### src/cart_bus_pkg.sv
package cart_bus_pkg;

    ////////////////////////////////////////////////////////////
    // bus frame
    ////////////////////////////////////////////////////////////
    typedef logic [2:0] dot_phase_t;

    localparam int FRAME_CYCLES = 8;            // clk108 cycles per frame

    localparam logic [2:0] MSEL_LOW  = 3'b110;  // a0-a7
    localparam logic [2:0] MSEL_HIGH = 3'b101;  // a8-a15
    localparam logic [2:0] MSEL_CTRL = 3'b011;  // merq, iorq, .., m1
    localparam logic [2:0] MSEL_NONE = 3'b111;

    localparam int CTRL_MERQ_BIT = 0;
    localparam int CTRL_IORQ_BIT = 1;
    localparam int CTRL_M1_BIT   = 7;

    ////////////////////////////////////////////////////////////
    // sd register map
    ////////////////////////////////////////////////////////////
    localparam logic [15:0] SDC_SDATA  = 16'h7C00;  // start of sd window
    localparam logic [15:0] SDC_ENABLE = 16'h7E00;
    localparam logic [15:0] SDC_CMD    = 16'h7E01;
    localparam logic [15:0] SDC_STATUS = 16'h7E02;
    localparam logic [15:0] SDC_SADDR  = 16'h7E03;  // 4 bytes lsb first
    localparam logic [15:0] SDC_END    = 16'h7EFF;

    localparam int CMD_RSTART_BIT = 0;
    localparam int CMD_WSTART_BIT = 1;
    localparam int CMD_INIT_BIT   = 7;

    localparam logic [7:0] UNMAPPED_BYTE = 8'hFF;

    typedef logic [31:0] sector_t;
    typedef logic [1:0]  byte_idx_t;

    // megaram config port
    localparam logic [7:0] MEGARAM_PORT  = 8'h8F;
    localparam logic [7:0] CODE_SCCPLUS  = 8'h05;
    localparam logic [7:0] CODE_ASCII16  = 8'h16;
    localparam logic [7:0] CODE_ASCII8   = 8'h08;

    typedef enum logic [1:0] {
        MR_KONAMI,
        MR_SCCPLUS,
        MR_ASCII16,
        MR_ASCII8
    } megaram_type_e;

    typedef enum logic [2:0] {
        OP_ENABLE_WR,
        OP_ENABLE_RD,
        OP_CMD_WR,
        OP_SECTOR_WR,
        OP_STATUS_RD,
        OP_MEGARAM_CFG,
        OP_UNMAPPED_RD,
        OP_IGNORE
    } reg_op_e;

endpackage
### src/reg_access_if.sv
// decoded register operation with one pulse per host access
interface reg_access_if import cart_bus_pkg::*; ();

    logic      valid;
    reg_op_e   op;
    byte_idx_t byte_idx;    // sector byte lane
    logic [7:0] data;
    logic      slot_sel;

    modport source (
        output valid, op, byte_idx, data, slot_sel
    );

    modport sink (
        input valid, op, byte_idx, data, slot_sel
    );

endinterface

### src/bus_cycle_if.sv
// one host bus cycle as seen at the end of a frame
interface bus_cycle_if;

    logic        valid;     // first frame of a strobe only
    logic [15:0] addr;
    logic [7:0]  data;
    logic        is_read;
    logic        is_write;
    logic        mem_req;
    logic        io_req;
    logic        m1;
    logic        slot_sel;

    modport source (
        output valid, addr, data, is_read, is_write,
        output mem_req, io_req, m1, slot_sel
    );

    modport sink (
        input valid, addr, data, is_read, is_write,
        input mem_req, io_req, m1, slot_sel
    );

endinterface

### src/cart_bus_top.sv
module cart_bus_top import cart_bus_pkg::*; (
    input  logic          clk108_w,
    input  logic          ram_enabled_w,
    input  logic [7:0]    mp,
    input  logic [7:0]    cd_in,
    input  logic          rd_n,
    input  logic          wr_n,
    input  logic          sltsl_n,
    output logic [2:0]    msel_n,
    output logic [7:0]    cd_out,
    output logic          datadir,
    output logic          sd_rstart,
    output logic          sd_wstart,
    output logic          sd_init,
    input  logic          sd_busy,
    input  logic          sd_done,
    input  logic          sd_crc_error,
    input  logic          sd_timeout_error,
    output megaram_type_e megaram_type,
    output logic          scc_enable
);

    bus_cycle_if  cyc_if ();
    reg_access_if acc_if ();

    // pins -> bus cycle
    bus_sampler u_sampler (
        .clk108_w      (clk108_w),
        .ram_enabled_w (ram_enabled_w),
        .mp            (mp),
        .cd_in         (cd_in),
        .rd_n          (rd_n),
        .wr_n          (wr_n),
        .sltsl_n       (sltsl_n),
        .msel_n        (msel_n),
        .cyc           (cyc_if.source)
    );

    cycle_decoder u_decoder (
        .clk108_w      (clk108_w),
        .ram_enabled_w (ram_enabled_w),
        .cyc           (cyc_if.sink),
        .acc           (acc_if.source)
    );

    sdc_regs u_regs (
        .clk108_w         (clk108_w),
        .ram_enabled_w    (ram_enabled_w),
        .acc              (acc_if.sink),
        .sd_busy          (sd_busy),
        .sd_done          (sd_done),
        .sd_crc_error     (sd_crc_error),
        .sd_timeout_error (sd_timeout_error),
        .sd_rstart        (sd_rstart),
        .sd_wstart        (sd_wstart),
        .sd_init          (sd_init),
        .megaram_type     (megaram_type),
        .scc_enable       (scc_enable),
        .cd_out           (cd_out),
        .datadir          (datadir)
    );

endmodule

### src/sdc_regs.sv
module sdc_regs import cart_bus_pkg::*; (
    input  logic              clk108_w,
    input  logic              ram_enabled_w,
    reg_access_if.sink        acc,
    input  logic              sd_busy,
    input  logic              sd_done,
    input  logic              sd_crc_error,
    input  logic              sd_timeout_error,
    output logic              sd_rstart,
    output logic              sd_wstart,
    output logic              sd_init,
    output megaram_type_e     megaram_type,
    output logic              scc_enable,
    output logic [7:0]        cd_out,
    output logic              datadir
);

    logic       ff_sd_en;
    sector_t    ff_sector;
    logic       sd_act_w;
    logic       is_read_w;
    logic [7:0] status_w;
    logic [7:0] rdata_w;

    assign sd_act_w = acc.valid && ff_sd_en;   // sd window open

    ////////////////////////////////////////////////////////////
    // sd control
    ////////////////////////////////////////////////////////////
    always_ff @(posedge clk108_w or negedge ram_enabled_w) begin
        if (!ram_enabled_w) begin
            ff_sd_en  <= 1'b0;
            sd_rstart <= 1'b0;
            sd_wstart <= 1'b0;
            sd_init   <= 1'b0;
        end else begin
            if (sd_done) begin
                sd_rstart <= 1'b0;
                sd_wstart <= 1'b0;
            end
            if (acc.valid && acc.op == OP_ENABLE_WR) begin
                ff_sd_en <= acc.data[0];
            end
            if (sd_act_w && acc.op == OP_CMD_WR) begin
                sd_rstart <= sd_rstart | acc.data[CMD_RSTART_BIT];  // sticky until done
                sd_wstart <= sd_wstart | acc.data[CMD_WSTART_BIT];
                sd_init   <= sd_init   | acc.data[CMD_INIT_BIT];
            end
        end
    end

    // sector number for the reader
    always_ff @(posedge clk108_w) begin
        if (sd_act_w && acc.op == OP_SECTOR_WR) begin
            ff_sector[8*acc.byte_idx +: 8] <= acc.data;
        end
    end

    ////////////////////////////////////////////////////////////
    // megaram config port
    ////////////////////////////////////////////////////////////
    always_ff @(posedge clk108_w or negedge ram_enabled_w) begin
        if (!ram_enabled_w) begin
            megaram_type <= MR_KONAMI;
            scc_enable   <= 1'b0;
        end else if (acc.valid && acc.op == OP_MEGARAM_CFG) begin
            scc_enable <= 1'b0;
            case (acc.data)
                CODE_SCCPLUS: begin
                    megaram_type <= MR_SCCPLUS;
                    scc_enable   <= 1'b1;
                end
                CODE_ASCII16: megaram_type <= MR_ASCII16;
                CODE_ASCII8:  megaram_type <= MR_ASCII8;
                default:      megaram_type <= MR_KONAMI;
            endcase
        end
    end

    ////////////////////////////////////////////////////////////
    // read data back to host
    ////////////////////////////////////////////////////////////
    assign status_w  = {sd_busy, 5'b0, sd_timeout_error, sd_crc_error};
    assign is_read_w = (acc.op == OP_ENABLE_RD) || (acc.op == OP_STATUS_RD) ||
                       (acc.op == OP_UNMAPPED_RD);

    always_comb begin
        rdata_w = UNMAPPED_BYTE;
        if (ff_sd_en) begin
            case (acc.op)
                OP_ENABLE_RD: rdata_w = {7'b0, ff_sd_en};
                OP_STATUS_RD: rdata_w = status_w;
                default: ;
            endcase
        end
    end

    // datadir low turns the transceiver toward the host
    always_ff @(posedge clk108_w or negedge ram_enabled_w) begin
        if (!ram_enabled_w) begin
            cd_out  <= UNMAPPED_BYTE;
            datadir <= 1'b1;
        end else if (acc.valid) begin
            datadir <= ~(is_read_w && acc.slot_sel);
            if (is_read_w) begin
                cd_out <= rdata_w;
            end
        end
    end

endmodule

### src/cycle_decoder.sv
module cycle_decoder import cart_bus_pkg::*; (
    input  logic          clk108_w,
    input  logic          ram_enabled_w,
    bus_cycle_if.sink     cyc,
    reg_access_if.source  acc
);

    reg_op_e   op_next;
    byte_idx_t idx_next;
    logic      slot_mem_w;
    logic      sd_window_w;
    logic      sector_hit_w;

    assign slot_mem_w   = cyc.mem_req && !cyc.io_req && cyc.slot_sel;
    assign sd_window_w  = (cyc.addr >= SDC_SDATA) && (cyc.addr <= SDC_END);
    assign sector_hit_w = (cyc.addr >= SDC_SADDR) && (cyc.addr <= SDC_SADDR + 16'd3);

    ////////////////////////////////////////////////////////////
    // classify by cycle kind, then by address
    ////////////////////////////////////////////////////////////
    always_comb begin
        op_next  = OP_IGNORE;
        idx_next = byte_idx_t'(cyc.addr - SDC_SADDR);  // lane within sector reg
        if (cyc.io_req && cyc.is_write && !cyc.m1 && cyc.addr[7:0] == MEGARAM_PORT) begin
            op_next = OP_MEGARAM_CFG;
        end else if (slot_mem_w && cyc.is_write && sd_window_w) begin
            if (cyc.addr == SDC_ENABLE) begin
                op_next = OP_ENABLE_WR;
            end else if (cyc.addr == SDC_CMD) begin
                op_next = OP_CMD_WR;
            end else if (sector_hit_w) begin
                op_next = OP_SECTOR_WR;
            end
        end else if (slot_mem_w && cyc.is_read) begin
            case (cyc.addr)
                SDC_ENABLE: op_next = OP_ENABLE_RD;
                SDC_STATUS: op_next = OP_STATUS_RD;
                default:    op_next = OP_UNMAPPED_RD;  // slot still answers
            endcase
        end
    end

    always_ff @(posedge clk108_w or negedge ram_enabled_w) begin
        if (!ram_enabled_w) begin
            acc.valid <= 1'b0;
        end else begin
            acc.valid <= cyc.valid;
        end
    end

    always_ff @(posedge clk108_w) begin
        if (cyc.valid) begin
            acc.op       <= op_next;
            acc.byte_idx <= idx_next;
            acc.data     <= cyc.data;
            acc.slot_sel <= cyc.slot_sel;
        end
    end

endmodule

### src/bus_sampler.sv
module bus_sampler import cart_bus_pkg::*; (
    input  logic        clk108_w,
    input  logic        ram_enabled_w,
    input  logic [7:0]  mp,
    input  logic [7:0]  cd_in,
    input  logic        rd_n,
    input  logic        wr_n,
    input  logic        sltsl_n,
    output logic [2:0]  msel_n,
    bus_cycle_if.source cyc
);

    dot_phase_t  ff_phase;
    logic        ff_sample_en;
    logic        ff_ctrl_taken;
    logic        ff_strobe_prev;
    logic        ff_valid;
    logic [7:0]  ff_addr_lo;
    logic [7:0]  ff_addr_hi;
    logic [7:0]  ff_data;
    logic        ff_merq_n;
    logic        ff_iorq_n;
    logic        ff_m1_n;
    logic        ff_rd_n;
    logic        ff_wr_n;
    logic        ff_sltsl_n;
    logic        strobe_w;

    ////////////////////////////////////////////////////////////
    // dot phase and pin mux select
    ////////////////////////////////////////////////////////////
    always_ff @(posedge clk108_w or negedge ram_enabled_w) begin
        if (!ram_enabled_w) begin
            ff_phase <= '0;
        end else if (ff_phase == dot_phase_t'(FRAME_CYCLES - 1)) begin
            ff_phase <= '0;
        end else begin
            ff_phase <= ff_phase + 3'd1;
        end
    end

    // select goes out one cycle ahead of its sample
    always_ff @(posedge clk108_w or negedge ram_enabled_w) begin
        if (!ram_enabled_w) begin
            msel_n       <= MSEL_NONE;
            ff_sample_en <= 1'b0;
        end else begin
            ff_sample_en <= 1'b0;
            case (ff_phase)
                3'd0: begin
                    msel_n       <= MSEL_LOW;
                    ff_sample_en <= 1'b1;
                end
                3'd2: begin
                    msel_n       <= MSEL_HIGH;
                    ff_sample_en <= 1'b1;
                end
                3'd4: begin
                    msel_n       <= MSEL_CTRL;
                    ff_sample_en <= 1'b1;
                end
                3'd6: msel_n <= MSEL_NONE;
                default: ;
            endcase
        end
    end

    // strobes and data are captured with the control byte
    always_ff @(posedge clk108_w) begin
        if (ff_sample_en) begin
            case (msel_n)
                MSEL_LOW:  ff_addr_lo <= mp;
                MSEL_HIGH: ff_addr_hi <= mp;
                MSEL_CTRL: begin
                    ff_merq_n  <= mp[CTRL_MERQ_BIT];
                    ff_iorq_n  <= mp[CTRL_IORQ_BIT];
                    ff_m1_n    <= mp[CTRL_M1_BIT];
                    ff_data    <= cd_in;
                    ff_rd_n    <= rd_n;
                    ff_wr_n    <= wr_n;
                    ff_sltsl_n <= sltsl_n;
                end
                default: ;
            endcase
        end
    end

    ////////////////////////////////////////////////////////////
    // one cycle per host access
    ////////////////////////////////////////////////////////////
    assign strobe_w = ~ff_rd_n | ~ff_wr_n;

    always_ff @(posedge clk108_w or negedge ram_enabled_w) begin
        if (!ram_enabled_w) begin
            ff_ctrl_taken  <= 1'b0;
            ff_strobe_prev <= 1'b0;
            ff_valid       <= 1'b0;
        end else begin
            ff_ctrl_taken <= ff_sample_en && (msel_n == MSEL_CTRL);
            ff_valid      <= 1'b0;
            if (ff_ctrl_taken) begin
                ff_valid       <= strobe_w & ~ff_strobe_prev;  // rising strobe only
                ff_strobe_prev <= strobe_w;
            end
        end
    end

    assign cyc.valid    = ff_valid;
    assign cyc.addr     = {ff_addr_hi, ff_addr_lo};
    assign cyc.data     = ff_data;
    assign cyc.is_read  = ~ff_rd_n;
    assign cyc.is_write = ~ff_wr_n;
    assign cyc.mem_req  = ~ff_merq_n;
    assign cyc.io_req   = ~ff_iorq_n;
    assign cyc.m1       = ~ff_m1_n;
    assign cyc.slot_sel = ~ff_sltsl_n;

endmodule

### config.mk
export PLATFORM = sky130hd
export DESIGN_NAME = cart_bus_top
export DESIGN_NICKNAME = d
export VERILOG_FILES = /design/src/cart_bus_pkg.sv /design/src/reg_access_if.sv /design/src/bus_cycle_if.sv /design/src/cart_bus_top.sv /design/src/sdc_regs.sv /design/src/cycle_decoder.sv /design/src/bus_sampler.sv
export SDC_FILE = /design/constraint.sdc
export NUM_CORES = 1
export LEC_CHECK = 0
export BUFFER_PORTS_ARGS = -buffer_cell sky130_fd_sc_hd__buf_2
export CAP_MARGIN = 5
export CORE_UTILIZATION = 55
export CTS_BUF_LIST = sky130_fd_sc_hd__clkbuf_2
export CTS_CLUSTER_SIZE = 40
export DETAILED_ROUTE_END_ITERATION = 6
export HOLD_SLACK_MARGIN = 0.05
export PLACE_DENSITY = 0.85
export SYNTH_ARGS = -nofsm -noshare
export SYNTH_HDL_FRONTEND = slang
export SYNTH_SLANG_ARGS = --single-unit
### constraint.sdc
create_clock -name clk108_w -period 5.98 [get_ports clk108_w]
set_input_delay 1.196 -clock clk108_w [delete_from_list [all_inputs] [get_ports clk108_w]]
set_output_delay 1.196 -clock clk108_w [all_outputs]
set_load 0.01 [all_outputs]
==> Yosys cells after proc, flatten, opt, wreduce, memory -nomap -nowiden <==
Index checks and enable logic that the tools add are counted.
{ "word_totals": {"register_bits": 69, "elab_cells": 107} }
{ "op_classes": {"muxes": 17, "n_reduce_logical": 27, "n_bitwise": 12, "order_cmp": 4, "addsub": 1, "eq_ne": 19} }
{ "op_table": {"columns": ["operator", "count"], "rows": [
  ["== test 16 x 15 -> 1 bit (second input constant)", 3],
  [">= comparator 16 x 15 -> 1 bit (second input constant)", 2],
  ["<= comparator 16 x 15 -> 1 bit (second input constant)", 2],
  ["== test 3 bit (second input constant)", 8],
  ["2-to-1 mux 3 bit", 6],
  ["logical AND 1 bit", 16],
  ["case mux 8 bit (2 select lines)", 1],
  ["case mux 3 bit (4 select lines)", 1],
  ["== test 3 x 2 -> 1 bit (second input constant)", 3],
  ["== test 8 x 3 -> 1 bit (second input constant)", 1],
  ["== test 8 x 4 -> 1 bit (second input constant)", 1],
  ["== test 8 x 5 -> 1 bit (second input constant)", 1],
  ["== test 8 bit (second input constant)", 1],
  ["2-to-1 mux 8 bit", 1],
  ["AND reduction 2 bit", 4],
  ["inverter 1 bit", 7],
  ["logical NOT 3 bit", 2],
  ["2-to-1 mux 1 bit", 6],
  ["case mux 2 bit (3 select lines)", 1],
  ["case mux 3 bit (2 select lines)", 1],
  ["OR 1 bit", 4],
  ["nonzero test 4 bit", 1],
  ["adder 3 x 1 -> 3 bit (second input constant)", 1],
  ["== test 3 x 1 -> 1 bit (second input constant)", 1],
  ["4 further kinds", 5]
]} }

==> Depth between registers and ports, before layout <==
Gate-level depths: netlist of the first run.
{ "depth": {"depth_word": 6, "ltp_mapped": 5, "ltp_nobuf": 5} }

==> By module <==
Synthesis of the first run repeated with hierarchy kept, for this count alone.
{ "hier_totals": {"cells_unflattened": 178, "hier_area_um2": 2685.1} }
{ "by_module_without_submodules": {"columns": ["module", "area_each_um2", "seq_area_each_um2", "cells_per_inst", "instances"], "rows": [
  ["bus_sampler", 1343.8, 1154.9, 70, 1],
  ["cycle_decoder", 711.9, 445.4, 48, 1],
  ["sdc_regs", 629.4, 306.5, 60, 1]
]} }

==> Least setup slack after synthesis of the first run <==
No wires, ideal clock.
{ "synth_path": {"path_type": "register -> register", "from": "reg u_sampler.msel_n[1]", "to": "reg u_sampler.ff_data[0], in the netlist u_sampler.cyc.data[0] (enable)", "t_arrival_ns": 1.770, "slack_ns": 3.802, "path_stages_with_launch": 3, "path_cell_list": "dfstp_2 > nand2_1 > nor3b_1"} }
{ "synth_between": {"elab_chain_len": 2} }
{ "synth_rtl": {"columns": ["item", "line_no", "source"], "rows": [
  ["start, declared", "bus_sampler.sv:9", "output logic [2:0] msel_n,"],
  ["start signal, assigned", "bus_sampler.sv:45", "msel_n <= MSEL_NONE;"],
  ["start signal, assigned", "bus_sampler.sv:51", "msel_n <= MSEL_LOW;"],
  ["start signal, assigned", "bus_sampler.sv:55", "msel_n <= MSEL_HIGH;"],
  ["== test 3 x 2 -> 1 bit", "bus_sampler.sv:71", "case (msel_n)"],
  ["AND reduction 2 bit (no source line)", null, null],
  ["end signal, assigned", "bus_sampler.sv:78", "ff_data <= cd_in;"],
  ["end, declared", "bus_sampler.sv:20", "logic [7:0] ff_data;"]
]} }
Every way passes these cells.
A chain may end at the register's enable or synchronous reset.

==> Worst setup path after layout of the first run <==
{ "layout_path": {"from": "reg u_sampler.msel_n[2]", "to": "out msel_n[2]"} }
{ "layout_rtl": {"columns": ["item", "line_no", "source"], "rows": [
  ["end, declared", "cart_bus_top.sv:9", "output logic [2:0] msel_n,"]
]} }
No word-level cell between the ends.

==> results by stage, run 1 <==
Status:
- The flow ran to the end, and the final reports show no timing, DRC or antenna violations.

Floorplan:
- The floorplan has 24 rows.
- For this configuration, the core starts out at a cell density of between 50% and 60%.
- The core outline area is between 0.004 and 0.005 mm^2.
- During I/O placement, the number of pins put on the boundary was 43.
- The die extent in y is ~70 um.
- The die is between 60 and 70 um wide.
- The full die area is 0.004899 mm^2.

Yosys:
- The number of warnings printed during yosys synthesis is 0.
- After synthesis, the largest family of logic cells by area is simple AND/OR/NAND/NOR gates.
- Multiplexer cells account for less than 1% of the synthesized area.
- The xor/xnor cell area share of the yosys netlist is less than 1%.
- The largest total area in the synthesized netlist belongs to edfxtp_1.
- The area fraction of the dominant cell type after synthesis is between 40% and 50%.
- After synthesis, flip-flops and latches occupy between 70% and 80% of the total area.
- The main flop type after synthesis is edfxtp_1.
- Of the total synthesized cell area, the portion taken by AND, OR, NAND and NOR gates is roughly 15%.
- Yosys mapped a number of flops with a built-in enable equal to 42.
- The post-synthesis cell type count is 39.
- Ranked by total cell area, the synthesized netlist is headed by edfxtp_1 (50%), dfrtp_1 (15%), dfstp_2 (8.3%).
- The synthesized netlist devotes about 6.7% of its cell area to compound gates.
- Synthesis produced a netlist with a net count of 198.
- After synthesis the netlist holds a flip-flop and latch count of 65.
- After synthesis, the most frequently instantiated cells are edfxtp_1 (42), dfrtp_1 (15), nor2_1 (13).
- The cell area after synthesis is approximately 0.0025 mm^2.
- In this run the mean area of a mapped cell was 15.04 um^2.
- In the post-synthesis netlist, the cell with the most instances is edfxtp_1.
- Of all flip-flops after synthesis, the portion carrying an async set or reset was around 35%.
- The adder-cell share of the synthesized area is a little under 2%.
- The number of standard cells after synthesis is 169.

Drt:
- The via count is about 1500.
- The number of DRC markers after the initial detailed-route iteration is 32.
- Once detail routing completed, the nets flagged for antenna violations numbered 0.
- The number of search-and-repair iterations in the first detailed-routing pass is 4.
- The via density per instance is about 5.4.
- The total DRC errors in the routed layout is 0.
- The detailed-route wire length is between 3000 and 4000 um.
- The routed length per instance is about 14 um.

Final layout:
- Compared with the post-synthesis result, the final layout area differs by 13.09%.
- The post-route netlist has between 30% and 40% of its cells at a drive strength greater than 1.
- The layout has 331 filler cells.
- The post-layout net count is about 250.
- The antenna diode instance count is 0.

Placement:
- The detailed placer's ending HPWL is a little under 3000 um.
- In this run the tool buffered the top-level ports with between 40 and 50 buffer cells.
- The weighted congestion at the end of routability-driven global placement is 0.8562.
- At the placement stage, the worst setup path has a slack of 4.088 ns.

Critical path:
- Grouping stages by cell kind, the critical path spends the most delay in flip-flops.
- Among all stages on the critical path, the largest delay is contributed by dfstp_2.
- Walking the worst path, the cells encountered are buf_2.
- At the worst endpoint, the required time is ~4.8 ns.
- The register-to-register setup slack is between 4 and 5 ns.
- In this run the worst path has a maximum fanout of 5.
- At the worst endpoint, the arrival time is approximately 1.2 ns.
- The type of the setup path with the least slack is flop to primary output.
- The launching element type of the critical path is a flop.
- The delay of the slowest cell on the worst path is 0.60 ns.
- The category of the worst setup path capture point is a primary output.
- Counting both buffers and inverters, the worst setup path holds a total of 1.

Power:
- The maximum vdd drop is about 0.17 mV.
- The cell area power density is 246.2 mW/mm^2.
- For this design the static power due to leakage is about 1.2 nW.

GRT:
- The number of global-route vias before repair is approximately 1400.
- The global-route wire length before repair is 6375 um.
- The number of antenna violations at the first check in global routing is 0.
- The total global routing overflow is 0.
- The largest net degree at the start of global routing is 24.
- Global routing used between 10% and 20% of the available tracks.

Clocking:
- The clock root buffer is clkbuf_2.
- For the worst-skew pair, the clock arrives at the later sink with an insertion delay of ~0.44 ns.
- The tree built by TritonCTS fans out to between 60 and 70 sinks.
- Buffers inserted during clock tree synthesis total 9.
- The number of gates resized after CTS was 0.
- The clock tree from TritonCTS is built.
- No sink is reached through more buffers than the 2 on the longest clock path.
- The H-tree was split into 3 levels.
- The number of hold buffers added after cts is 0.
- The clock-pin slew reported for the worst setup and hold paths after clock tree synthesis is 0.17 ns.
- In this run the post-CTS setup repair buffer count came out at 0.

STA:
- Adding up every negative setup slack in the final design gives 0 ns.
- Setup repair after global routing left no endpoint under its margin.
- The achievable clock frequency is 421.9 MHz.
- Headroom to the max-slew limit came out at between 20 and 30%.
- The final setup violation count is 0.
- The minimum clock period is between 2 and 2.5 ns.
- The final cycle utilization of the critical path is 39.63%.
- The setup slack after layout is between 3 and 4 ns.
- At the pin with the least slew margin, the transition time is around 1.1 ns.
- The number of hold violations in the final report came to 0.
- The final count of pins violating max slew is 0.
- The setup clock skew after layout is about 0.020 ns.

Run:
- The number of maximum-capacitance violations is 0.

Worst hold path:
- The class of the worst hold path is flop to flop.
[per-stage QoR]
| step | total power, mW | instance area (um^2) | utilization, % | std cells | hold slack [ns] |
|---|---|---|---|---|---|
| after detailed placement | 0.5188 | 2793 | 63.70 | 259 | 0.3929 |
| final | 0.7078 | 2875 | 65.58 | 275 | 0.4104 |
| after CTS | 0.7152 | 2875 | 65.58 | 275 | 0.4150 |
| after global placement | 0.5174 | 2793 | 63.70 | 259 | 0.3895 |
| after floorplan | 0.5049 | 2542 | - | 169 | 0.3592 |
| after global routing | 0.7393 | 2875 | 65.58 | 275 | 0.4456 |
[sequential cells by signal (all words and copies together), names as in the netlist, 2 cells and up]
name and count:
u_sampler.ff_addr_hi 8, u_decoder.acc.data 8, u_regs.cd_out 4, u_regs.megaram_type 2, u_sampler.ff_addr_lo 8, u_sampler.msel_n 3
u_sampler.cyc.data 8, u_decoder.acc.op 3, u_sampler.ff_phase 3
[placed cells by master, fill, tap and decap left out, types with 3 or more instances in the layout]
master / Yosys / final
buf_2: 0 / 42
edfxtp_1: 42 / 42
dfrtp_1: 15 / 15
nor2_1: 13 / 13
clkbuf_2: 0 / 12
inv_1: 8 / 8
nand2_1: 8 / 8
dfstp_2: 8 / 8
nor3_1: 6 / 6
a21oi_1: 6 / 6
o21ai_0: 6 / 6
nand2b_1: 5 / 5
nor3b_1: 5 / 4
nor2b_1: 4 / 4
ha_1: 4 / 4
nand3_1: 3 / 3
a31oi_1: 3 / 3
[worst paths after layout]
check                      cells after the start                    from                  end
setup / recovery                               1     u_sampler.msel_n[2]            msel_n[2]
hold / removal                                 1  u_decoder.acc.slot_sel       u_regs.datadir
setup reg to reg                               2     u_sampler.msel_n[1]    u_sampler.ff_wr_n
hold reg to reg                                1  u_decoder.acc.slot_sel       u_regs.datadir
max in group asynchronous                      1           ram_enabled_w  u_sampler.msel_n[1]
min in group asynchronous                      1           ram_enabled_w     u_regs.sd_rstart
[metal layers]
metal / up-vias / share of wire [%] / track usage [%]
met5: - / 0 / 0
met4: 0 / 1.4 / 8.667
met3: 8 / 4.8 / 6.205
met2: 49 / 52 / 29.70
met1: 710 / 42 / 20.79
li1: 726 / - / -
[report_power, final]
group	leakage [nW]	switching [mW]	internal, mW	total, mW
Combinational	0.437	0.0127	0.0111	0.0238
Sequential	0.665	0.00202	0.483	0.485
Clock	0.0633	0.141	0.0584	0.199
[kinds of logic after synthesis]
kind of cell	Yosys count
flops	65
compound gates	26
buf+inv	12
fa+ha+maj	4
mux	2
xor+xnor	1
simple gates	59
[area by class of cell]
type                            count  area [um^2]  share of cell area, %
Clock buffer                       12        60.06                  2.089
Tap cell                           52        65.06                  2.263
Inverter                            8        30.03                  1.044
Clock inverter                      4        22.52                 0.7833
Multi-Input combinational cell     92        640.6                  22.28
Sequential cell                    65         1847                  64.23
Timing Repair Buffer               42        210.2                  7.311
No activity file was read; power rests on OpenSTA's default activity.
==> run 2: changes to the inputs <==
--- a/config.mk
+++ b/config.mk
@@ -5,6 +5,7 @@
 export SDC_FILE = /design/constraint.sdc
 export NUM_CORES = 1
 export LEC_CHECK = 0
+export ABC_AREA = 1
 export BUFFER_PORTS_ARGS = -buffer_cell sky130_fd_sc_hd__buf_2
 export CAP_MARGIN = 5
 export CORE_UTILIZATION = 55
==> constraint.sdc (replaced) <==
create_clock -name clk108_w -period 2.3 [get_ports clk108_w]
set_input_delay 0.46 -clock clk108_w [delete_from_list [all_inputs] [get_ports clk108_w]]
set_output_delay 0.46 -clock clk108_w [all_outputs]
set_load 0.01 [all_outputs]
==> run 2 against run 1 <==
  * The flow now finishes with violations (DRC)
  * Die area is 3.1% higher
  * Hold slack lost 0.27 ns
  * Flip-flop and latch count did not move
  * Final area up 4.3%
  * Clock power grew to 2.7 times the previous value
  * Worst setup slack lost 3.0 ns
  * Count of clock-buffer cells in the layout shrank 3
  * Cell count grew 23%
  * Combinational power rose by 120%
  * Register-to-register slack worse by 3.3 ns
  * Critical path depth did not move
  * Critical path type unchanged
  * Critical endpoint is now msel_n[1]
  * Largest power group unchanged
==> results by stage, run 2 <==
Status:
- Status: complete, but fails checks (was complete, no violations).
- The checks that failed: DRC.

Floorplan:
- The horizontal die dimension came to 71.07 um (was 69.99 um).
- The count of boundary I/O pins was 43 (unchanged).
- The starting density of the core is 58.64% (was 57.99%).
- The core outline area is 0.004474 mm^2 (was 0.004384 mm^2).
- The full die area came to 0.005051 mm^2 (was 0.004899 mm^2).
- The die extent in y was 71.07 um (was 69.99 um).
- The cell row count is 24 (unchanged).

Yosys:
- The compound-gate portion of the synthesized area is 4.530% (was 6.693%).
- The synthesized area per cell is 11.46 um^2 (was 15.04 um^2).
- The cell area after synthesis is 0.002624 mm^2 (was 0.002542 mm^2).
- The share of synthesized area spent on multiplexers is 0% (was 0.8366%).
- The xor/xnor cell area share of the yosys netlist was 0% (was 0.3445%).
- The area share of and/or/nand/nor cells after synthesis was 17.31% (was 15.16%).
- The top cell type by total area after synthesis is edfxtp_1 (unchanged).
- The number of synthesized flops with an enable pin is 42 (unchanged).
- The flop and latch count out of synthesis is 65 (unchanged).
- Most used standard cells in the synthesized netlist: edfxtp_1 (42), nand2_1 (40), inv_1 (31) (was edfxtp_1 (42), dfrtp_1 (15), nor2_1 (13)).
- The post-synthesis net count is 258 (was 198).
- The area fraction of the dominant cell type after synthesis is 48.07% (was 49.61%).
- The adder-cell share of the synthesized area is 1.907% (was 1.969%).
- The fraction of registers with async set or reset after synthesis is 35.38% (unchanged).
- The post-synthesis cell type count came to 23 (was 39).
- The main combinational cell family by area after synthesis is simple AND/OR/NAND/NOR gates (unchanged).
- The number of standard cells after synthesis is 229 (was 169).
- The most instantiated library cell after synthesis is edfxtp_1 (unchanged).
- Dominant cells by area after synthesis: edfxtp_1 (48%), dfrtp_1 (14%), dfstp_2 (8.0%) (was edfxtp_1 (50%), dfrtp_1 (15%), dfstp_2 (8.3%)).
- The share of synthesized area occupied by flip-flops and latches is 70.39% (was 72.64%).
- The main flop type after synthesis was edfxtp_1 (unchanged).
- The number of warnings printed during yosys synthesis is 0 (unchanged).

Critical path:
- The launching element type of the critical path was a flop (unchanged).
- The arrival time at the worst endpoint is 1.21 ns (was 1.17 ns).
- The category of the worst setup path capture point is a primary output (unchanged).
- The type of the setup path with the least slack is flop to primary output (unchanged).
- The maximum fanout along the worst path is 3 (was 5).
- The delay of the slowest cell on the worst path came to 0.59 ns (was 0.60 ns).
- The worst endpoint required time came to 1.84 ns (was 4.78 ns).
- The launch point of the worst reg-to-reg path was u_sampler.ff_addr_hi[7] (was u_sampler.msel_n[1]).
- The cell class contributing the biggest share of worst-path delay is flip-flops (unchanged).
- The slowest cell on the critical path is dfstp_2 (unchanged).
- Ordered cell list for the critical path: buf_2 (unchanged).
- The number of buffers and inverters on the critical path is 1 (unchanged).
- The start point of the critical path was u_sampler.msel_n[1] (was u_sampler.msel_n[2]).

STA:
- Unrepaired setup endpoints after global routing: no (unchanged).
- For the finished layout, the period the worst path requires is roughly 1.7 ns.
- The number of hold violations in the final report is 0 (unchanged).
- The setup clock skew after layout is 0.02126 ns (was 0.01960 ns).
- The final critical path takes up 72.42% of the cycle.
- Timing would allow up to 600.3 MHz.
- The final-layout setup total negative slack is 0 ns (unchanged).
- The final count of pins violating max slew is 0 (unchanged).
- The final setup violation count is 0 (unchanged).
- The headroom to the max-slew limit came to 65.91% (was 28.17%).
- The worst-margin pin slew came to 0.5113 ns (was 1.073 ns).

Clocking:
- The number of post-CTS setup repair buffers is 0 (unchanged).
- The number of sinks on the clock net is 65 (unchanged).
- The latest clock arrival within the worst-skew pair was 0.48 ns (was 0.44 ns).
- The clock-pin slew reported for the worst setup and hold paths after clock tree synthesis is 0.19 ns (was 0.17 ns).
- The number of clock buffers inserted by TritonCTS came to 9 (unchanged).
- The clock tree from TritonCTS is built (unchanged).
- The CTS H-tree depth is 3 (unchanged).
- The maximum count of clock buffers along a single path came to 2 (unchanged).
- The clock root buffer is clkbuf_2 (unchanged).

Power:
- The cell area power density is 616.6 mW/mm^2 (was 246.2 mW/mm^2).
- The clock network power share came to 29.3% (was 28.1%).
- The cell-internal power is 1.417 mW (was 0.5525 mW).
- The cell leakage power is 1.370 nW (was 1.165 nW).
- The switching power is 0.4321 mW (was 0.1553 mW).
- The combinational group share of total power came to 2.9% (was 3.4%).
- The overall power is 1.849 mW (was 0.7078 mW).
- The maximum vdd drop is 0.5258 mV (was 0.1744 mV).
- The switching power share of the total was 23.37% (was 21.94%).
- The proportion of power drawn by flip-flops and latches is 67.8% (was 68.5%).

GRT:
- The total global routing overflow is 0 (unchanged).
- The number of antenna violations at the first check in global routing is 0 (unchanged).
- The number of global-route vias before repair is 1611 (was 1422).
- The largest net degree at the start of global routing was 24 (unchanged).
- The overall routing resource usage is 18.45% (was 17.91%).
- The global-route wire length before repair is 6775 um (was 6375 um).

Placement:
- The detailed placer's ending HPWL is 3066 um (was 2931 um).
- The weighted congestion at the end of routability-driven global placement came to 0.9127 (was 0.8562).
- The number of port buffers is 42 (unchanged).
- The total cell area at the placement stage is 0.002898 mm^2 (was 0.002793 mm^2).

Drt:
- The detailed-route wire length is 4103 um (was 3916 um).
- The via count is 1710 (was 1493).
- The routed length per instance came to 12.10 um (was 14.24 um).
- The number of search-and-repair iterations in the first detailed-routing pass is 7 (was 4).
- The number of DRC markers after the initial detailed-route iteration is 64 (was 32).
- The via density per instance was 5.044 (was 5.429).
- The remaining antenna violation count after routing is 0 (unchanged).
- The total DRC errors in the routed layout was 5 (was 0).

Final layout:
- The post-layout net count is 311 (was 247).
- The post-route standard cell area excluding fillers is 0.002999 mm^2 (was 0.002875 mm^2).
- The layout cell share with drive strength beyond 1 came to 26.13% (was 33.63%).
- The synthesis-to-finish area growth came to 14.31% (was 13.09%).
- The antenna diode instance count is 0 (unchanged).
- Top library cells by usage in the layout, fill and taps aside: buf_2 (42), edfxtp_1 (42), nand2_1 (40) (was buf_2 (42), edfxtp_1 (42), dfrtp_1 (15)).

Worst hold path:
- The start point of the worst hold path is cd_in[4] (was u_decoder.acc.slot_sel).
- The class of the worst hold path is input pin to flop (was flop to flop).

Run:
- The number of maximum-capacitance violations is 0 (unchanged).
run 2: cell type report:
type,instances,area [um^2]
inverters,33,123.9
well taps,52,65.06
flip-flops and latches,65,1847
clock inverters,7,46.29
fillers,337,1475
repair buffers,46,242.7
clock buffers,9,45.04
multi-input cells,127,629.4
run 2: per-layer routing:
layer  wire, um  up-vias  track usage (%)
li1           -      875                -
met1       1711      774            19.69
met2       2089       51            32.16
met3        213       10            6.125
met4         88        0            10.44
met5          0        -                0
run 2: logic make-up (layout without fill, tap and decap cells):
kind of cell,after synthesis,in the layout
AOI/OAI and AO/OA,22,22
DFF,65,65
adders and majority gates,4,4
and+or+nand+nor,101,101
buffers and inverters,37,95
run 2: power groups by stage:
stage | sequential, mW | combinational [mW] | clock (mW)
after floorplan | 1.28 | 0.0192 | 0
after global routing | 1.25 | 0.0600 | 0.603
after global placement | 1.28 | 0.0516 | 0
after CTS | 1.25 | 0.0542 | 0.564
final | 1.25 | 0.0535 | 0.542
after detailed placement | 1.28 | 0.0528 | 0
run 2: through the flow:
step,worst slack (ns),hold slack (ns),utilization [%],std cells
6_report,0.6343,0.1379,67.03,339
5_1_grt,0.5411,0.09216,67.03,339
4_1_cts,0.5855,0.08944,67.03,339
3_5_place_dp,0.8425,0.4045,64.77,322
3_3_place_gp,0.8763,0.4009,64.77,322
2_1_floorplan,0.3344,0.1644,-,229
run 2: path summary, 6_finish.rpt:
path                                           end  slack [ns]  depth (start not counted)
hold reg to reg                     u_regs.datadir        0.43                          1
setup / recovery                         msel_n[1]        0.63                          1
min in group asynchronous  u_sampler.ff_ctrl_taken        0.47                          2
max in group asynchronous      u_sampler.msel_n[0]        1.45                          2
hold / removal               u_sampler.cyc.data[4]        0.14                          1
setup reg to reg               u_decoder.acc.op[2]        0.84                          8
run 2: what timing repair did:
item	4_1_cts	5_1_grt
resized for setup	0	0
hold buffers	1	0
hold endpoints to repair	15	0
==> run 3: changes to the inputs <==
--- a/config.mk
+++ b/config.mk
@@ -8,12 +8,12 @@
 export ABC_AREA = 1
 export BUFFER_PORTS_ARGS = -buffer_cell sky130_fd_sc_hd__buf_2
 export CAP_MARGIN = 5
-export CORE_UTILIZATION = 55
+export CORE_UTILIZATION = 52
 export CTS_BUF_LIST = sky130_fd_sc_hd__clkbuf_2
 export CTS_CLUSTER_SIZE = 40
 export DETAILED_ROUTE_END_ITERATION = 6
 export HOLD_SLACK_MARGIN = 0.05
-export PLACE_DENSITY = 0.85
+export PLACE_DENSITY = 0.84
 export SYNTH_ARGS = -nofsm -noshare
 export SYNTH_HDL_FRONTEND = slang
 export SYNTH_SLANG_ARGS = --single-unit
==> constraint.sdc (replaced) <==
create_clock -name clk108_w -period 1.4 [get_ports clk108_w]
set_input_delay 0.28 -clock clk108_w [delete_from_list [all_inputs] [get_ports clk108_w]]
set_output_delay 0.28 -clock clk108_w [all_outputs]
set_load 0.01 [all_outputs]
==> run 3 against run 2 <==
  * The run ends with setup timing left
  * Flip-flop and latch count stayed put
  * Sequential share of layout area is 9.6 points lower
  * First-iteration DRC count is 81% higher
  * Total power is 78% higher
  * Worst setup slack worse by 0.73 ns
  * Hold slack worse by 0.032 ns
  * Critical path type unchanged
  * Core utilization is 7.2 points higher
  * Largest cell class unchanged
  * Combinational power grew to 2.7 times the previous value
  * Largest power group unchanged
  * Highest routed layer unchanged
  * Cell count is 15% higher
==> results by stage, run 3 (synthesis results as in run 2) <==
GRT:
- The met2 usage is 36.21% (was 32.16%).
- The met3 layer usage reported by global route is 6.215% (was 6.125%).
- The busiest metal layer after global routing is met2 (unchanged).
- The global-route wire length before repair is 7679 um (was 6775 um).
- The number of antenna violations at the first check in global routing is 0 (unchanged).
- The number of global-route vias before repair is 1814 (was 1611).
- The overall routing resource usage is 19.97% (was 18.45%).
- The total global routing overflow is 0 (unchanged).
- The largest net degree at the start of global routing came to 24 (unchanged).
- The met1 global-route usage is 21.11% (was 19.69%).

Clocking:
- The number of sinks on the clock net came to 65 (unchanged).
- The clock tree from TritonCTS is built (unchanged).
- The CTS H-tree depth is 3 (unchanged).
- The maximum count of clock buffers along a single path is 2 (unchanged).
- The clock root buffer was clkbuf_2 (unchanged).
- The latest clock arrival within the worst-skew pair is 0.45 ns (was 0.48 ns).
- The clock-pin slew reported for the worst setup and hold paths after clock tree synthesis came to 0.18 ns (was 0.19 ns).
- The number of clock buffers inserted by TritonCTS is 9 (unchanged).

STA:
- The headroom to the max-slew limit came to 66.66% (was 65.91%).
- The setup slack after layout is -0.09642 ns (was 0.6343 ns).
- The setup clock skew after layout is 0.02170 ns (was 0.02126 ns).
- The worst-margin pin slew is 0.5002 ns (was 0.5113 ns).
- Of the available clock period, the critical path in the final layout requires 106.9%.
- The final-layout setup total negative slack is -2.226 ns (was 0 ns).
- Unrepaired setup endpoints after global routing: yes (was no).
- The worst path in the final design needs a cycle of approximately 1.5 ns, including I/O delays and setup.
- The final count of pins violating max slew came to 0 (unchanged).
- The final setup violation count came to 34 (was 0).
- The achievable clock frequency is approximately 670 MHz.
- The number of hold violations in the final report is 0 (unchanged).

Final layout:
- The layout cell share with drive strength beyond 1 came to 35.49% (was 26.13%).
- The post-route core utilization was 74.27% (was 67.03%).
- The synthesis-to-finish area growth is 35.48% (was 14.31%).
- Top library cells by usage in the layout, fill and taps aside: edfxtp_1 (42), nand2_1 (35), buf_2 (35) (was buf_2 (42), edfxtp_1 (42), nand2_1 (40)).
- The library cell used most frequently in the layout, excluding fill and tap cells, is edfxtp_1.
- The antenna diode instance count came to 0 (unchanged).
- The post-layout net count is 348 (was 311).

Status:
- Violated checks: setup timing (was DRC).
- Status: complete, but fails checks (unchanged).

Critical path:
- The worst endpoint required time is 1.12 ns (was 1.84 ns).
- The arrival time at the worst endpoint was 1.22 ns (was 1.21 ns).
- The launching element type of the critical path is a flop (unchanged).
- The type of the setup path with the least slack is flop to primary output (unchanged).
- The maximum fanout along the worst path was 3 (unchanged).
- The category of the worst setup path capture point is a primary output (unchanged).

Drt:
- The remaining antenna violation count after routing is 0 (unchanged).
- The detailed-route wire length is 5086 um (was 4103 um).
- The number of DRC markers after the initial detailed-route iteration is 116 (was 64).
- The total DRC errors in the routed layout is 0 (was 5).
- The via count is 1943 (was 1710).
- The via density per instance is 4.969 (was 5.044).
- The number of search-and-repair iterations in the first detailed-routing pass was 4 (was 7).
- The routed length per instance is 13.01 um (was 12.10 um).

Placement:
- The number of port buffers is 42 (unchanged).
- The detailed placer's ending HPWL came to 3009 um (was 3066 um).
- The weighted congestion at the end of routability-driven global placement was 0.8719 (was 0.9127).

Floorplan:
- The starting density of the core is 54.82% (was 58.64%).
- The cell row count is 25 (was 24).
- The count of boundary I/O pins is 43 (unchanged).
- The full die area was 0.005334 mm^2 (was 0.005051 mm^2).
- The die extent in y is 73.04 um (was 71.07 um).
- The horizontal die dimension was 73.04 um (was 71.07 um).
- The core outline area came to 0.004786 mm^2 (was 0.004474 mm^2).

Run:
- The number of maximum-capacitance violations came to 0 (unchanged).

Power:
- The cell leakage power was 1.577 nW (was 1.370 nW).
- The cell area power density came to 926.0 mW/mm^2 (was 616.6 mW/mm^2).
- The maximum vdd drop came to 1.042 mV (was 0.5258 mV).

Worst hold path:
- The class of the worst hold path is input pin to flop (unchanged).
==> run 3: cell count changes in the layout (fill, tap and decap cells not counted), sizes merged <==
cell,before,now
dlygate4sd3,1,22
buf,45,61
clkinv,6,2
clkbuf,9,11
bufinv,0,1
clkinvlp,0,1
==> run 3: where the power goes <==
| group | switching (mW) | internal, mW | leakage, nW |
|---|---|---|---|
| logic | 0.0576 | 0.0855 | 0.842 |
| clock network | 0.663 | 0.426 | 0.0700 |
| registers | 0.00634 | 2.05 | 0.665 |
==> run 3: worst paths after layout <==
path                                   startpoint               endpoint  slack (ns)  depth (start not counted)
max                           u_sampler.msel_n[0]              msel_n[0]        -0.1                          2
min                                  sd_crc_error       u_regs.cd_out[0]        0.11                          3
max reg2reg                   u_sampler.msel_n[0]  u_sampler.cyc.data[7]       -0.09                          4
min reg2reg                u_decoder.acc.slot_sel         u_regs.datadir        0.43                          1
max in group asynchronous           ram_enabled_w    u_sampler.msel_n[2]        0.72                          2
min in group asynchronous           ram_enabled_w       u_regs.sd_rstart        0.32                          2
==> run 3: layout make-up <==
class | count | area, um^2
tap | 67 | 83.83
clock buffer | 11 | 55.05
inverter | 33 | 126.4
multi-input combinational | 127 | 747.0
sequential | 65 | 1847
clock inverter | 5 | 55.05
fill | 284 | 1231
timing repair buffer | 83 | 640.6
==> run 3: timing repair <==
item,4_1_cts,5_1_grt
setup buffers,2,8
hold buffers,22,0
cloned,0,0
setup endpoints to repair,27,46
pin swaps,0,9
gates resized for setup,13,26
endpoints found under the hold margin,47,0
==> run 3: metrics by stage <==
stage	std cells	area (um^2)	worst slack (ns)	power, mW	hold slack, ns
5_1_grt	391	3555	-0.1572	3.407	0.09449
6_report	391	3555	-0.09642	3.292	0.1060
2_1_floorplan	229	2651	-0.2709	2.134	-0.01559
3_5_place_dp	343	2995	-0.03663	2.185	0.2782
3_3_place_gp	343	2995	0.01419	2.182	0.2722
4_1_cts	383	3401	-0.1220	3.299	0.05737
==> run 3: worst max-delay path: stages (launching register included) <==
cell	delay, ns
dfstp_2	0.58
buf_6	0.10
buf_6	0.09
==> run 3: layer usage <==
metal | up-vias | part of all wire (%)
li1 | 948 | -
met1 | 918 | 40
met2 | 67 | 55
met3 | 10 | 3.8
met4 | 0 | 1.7
met5 | - | 0
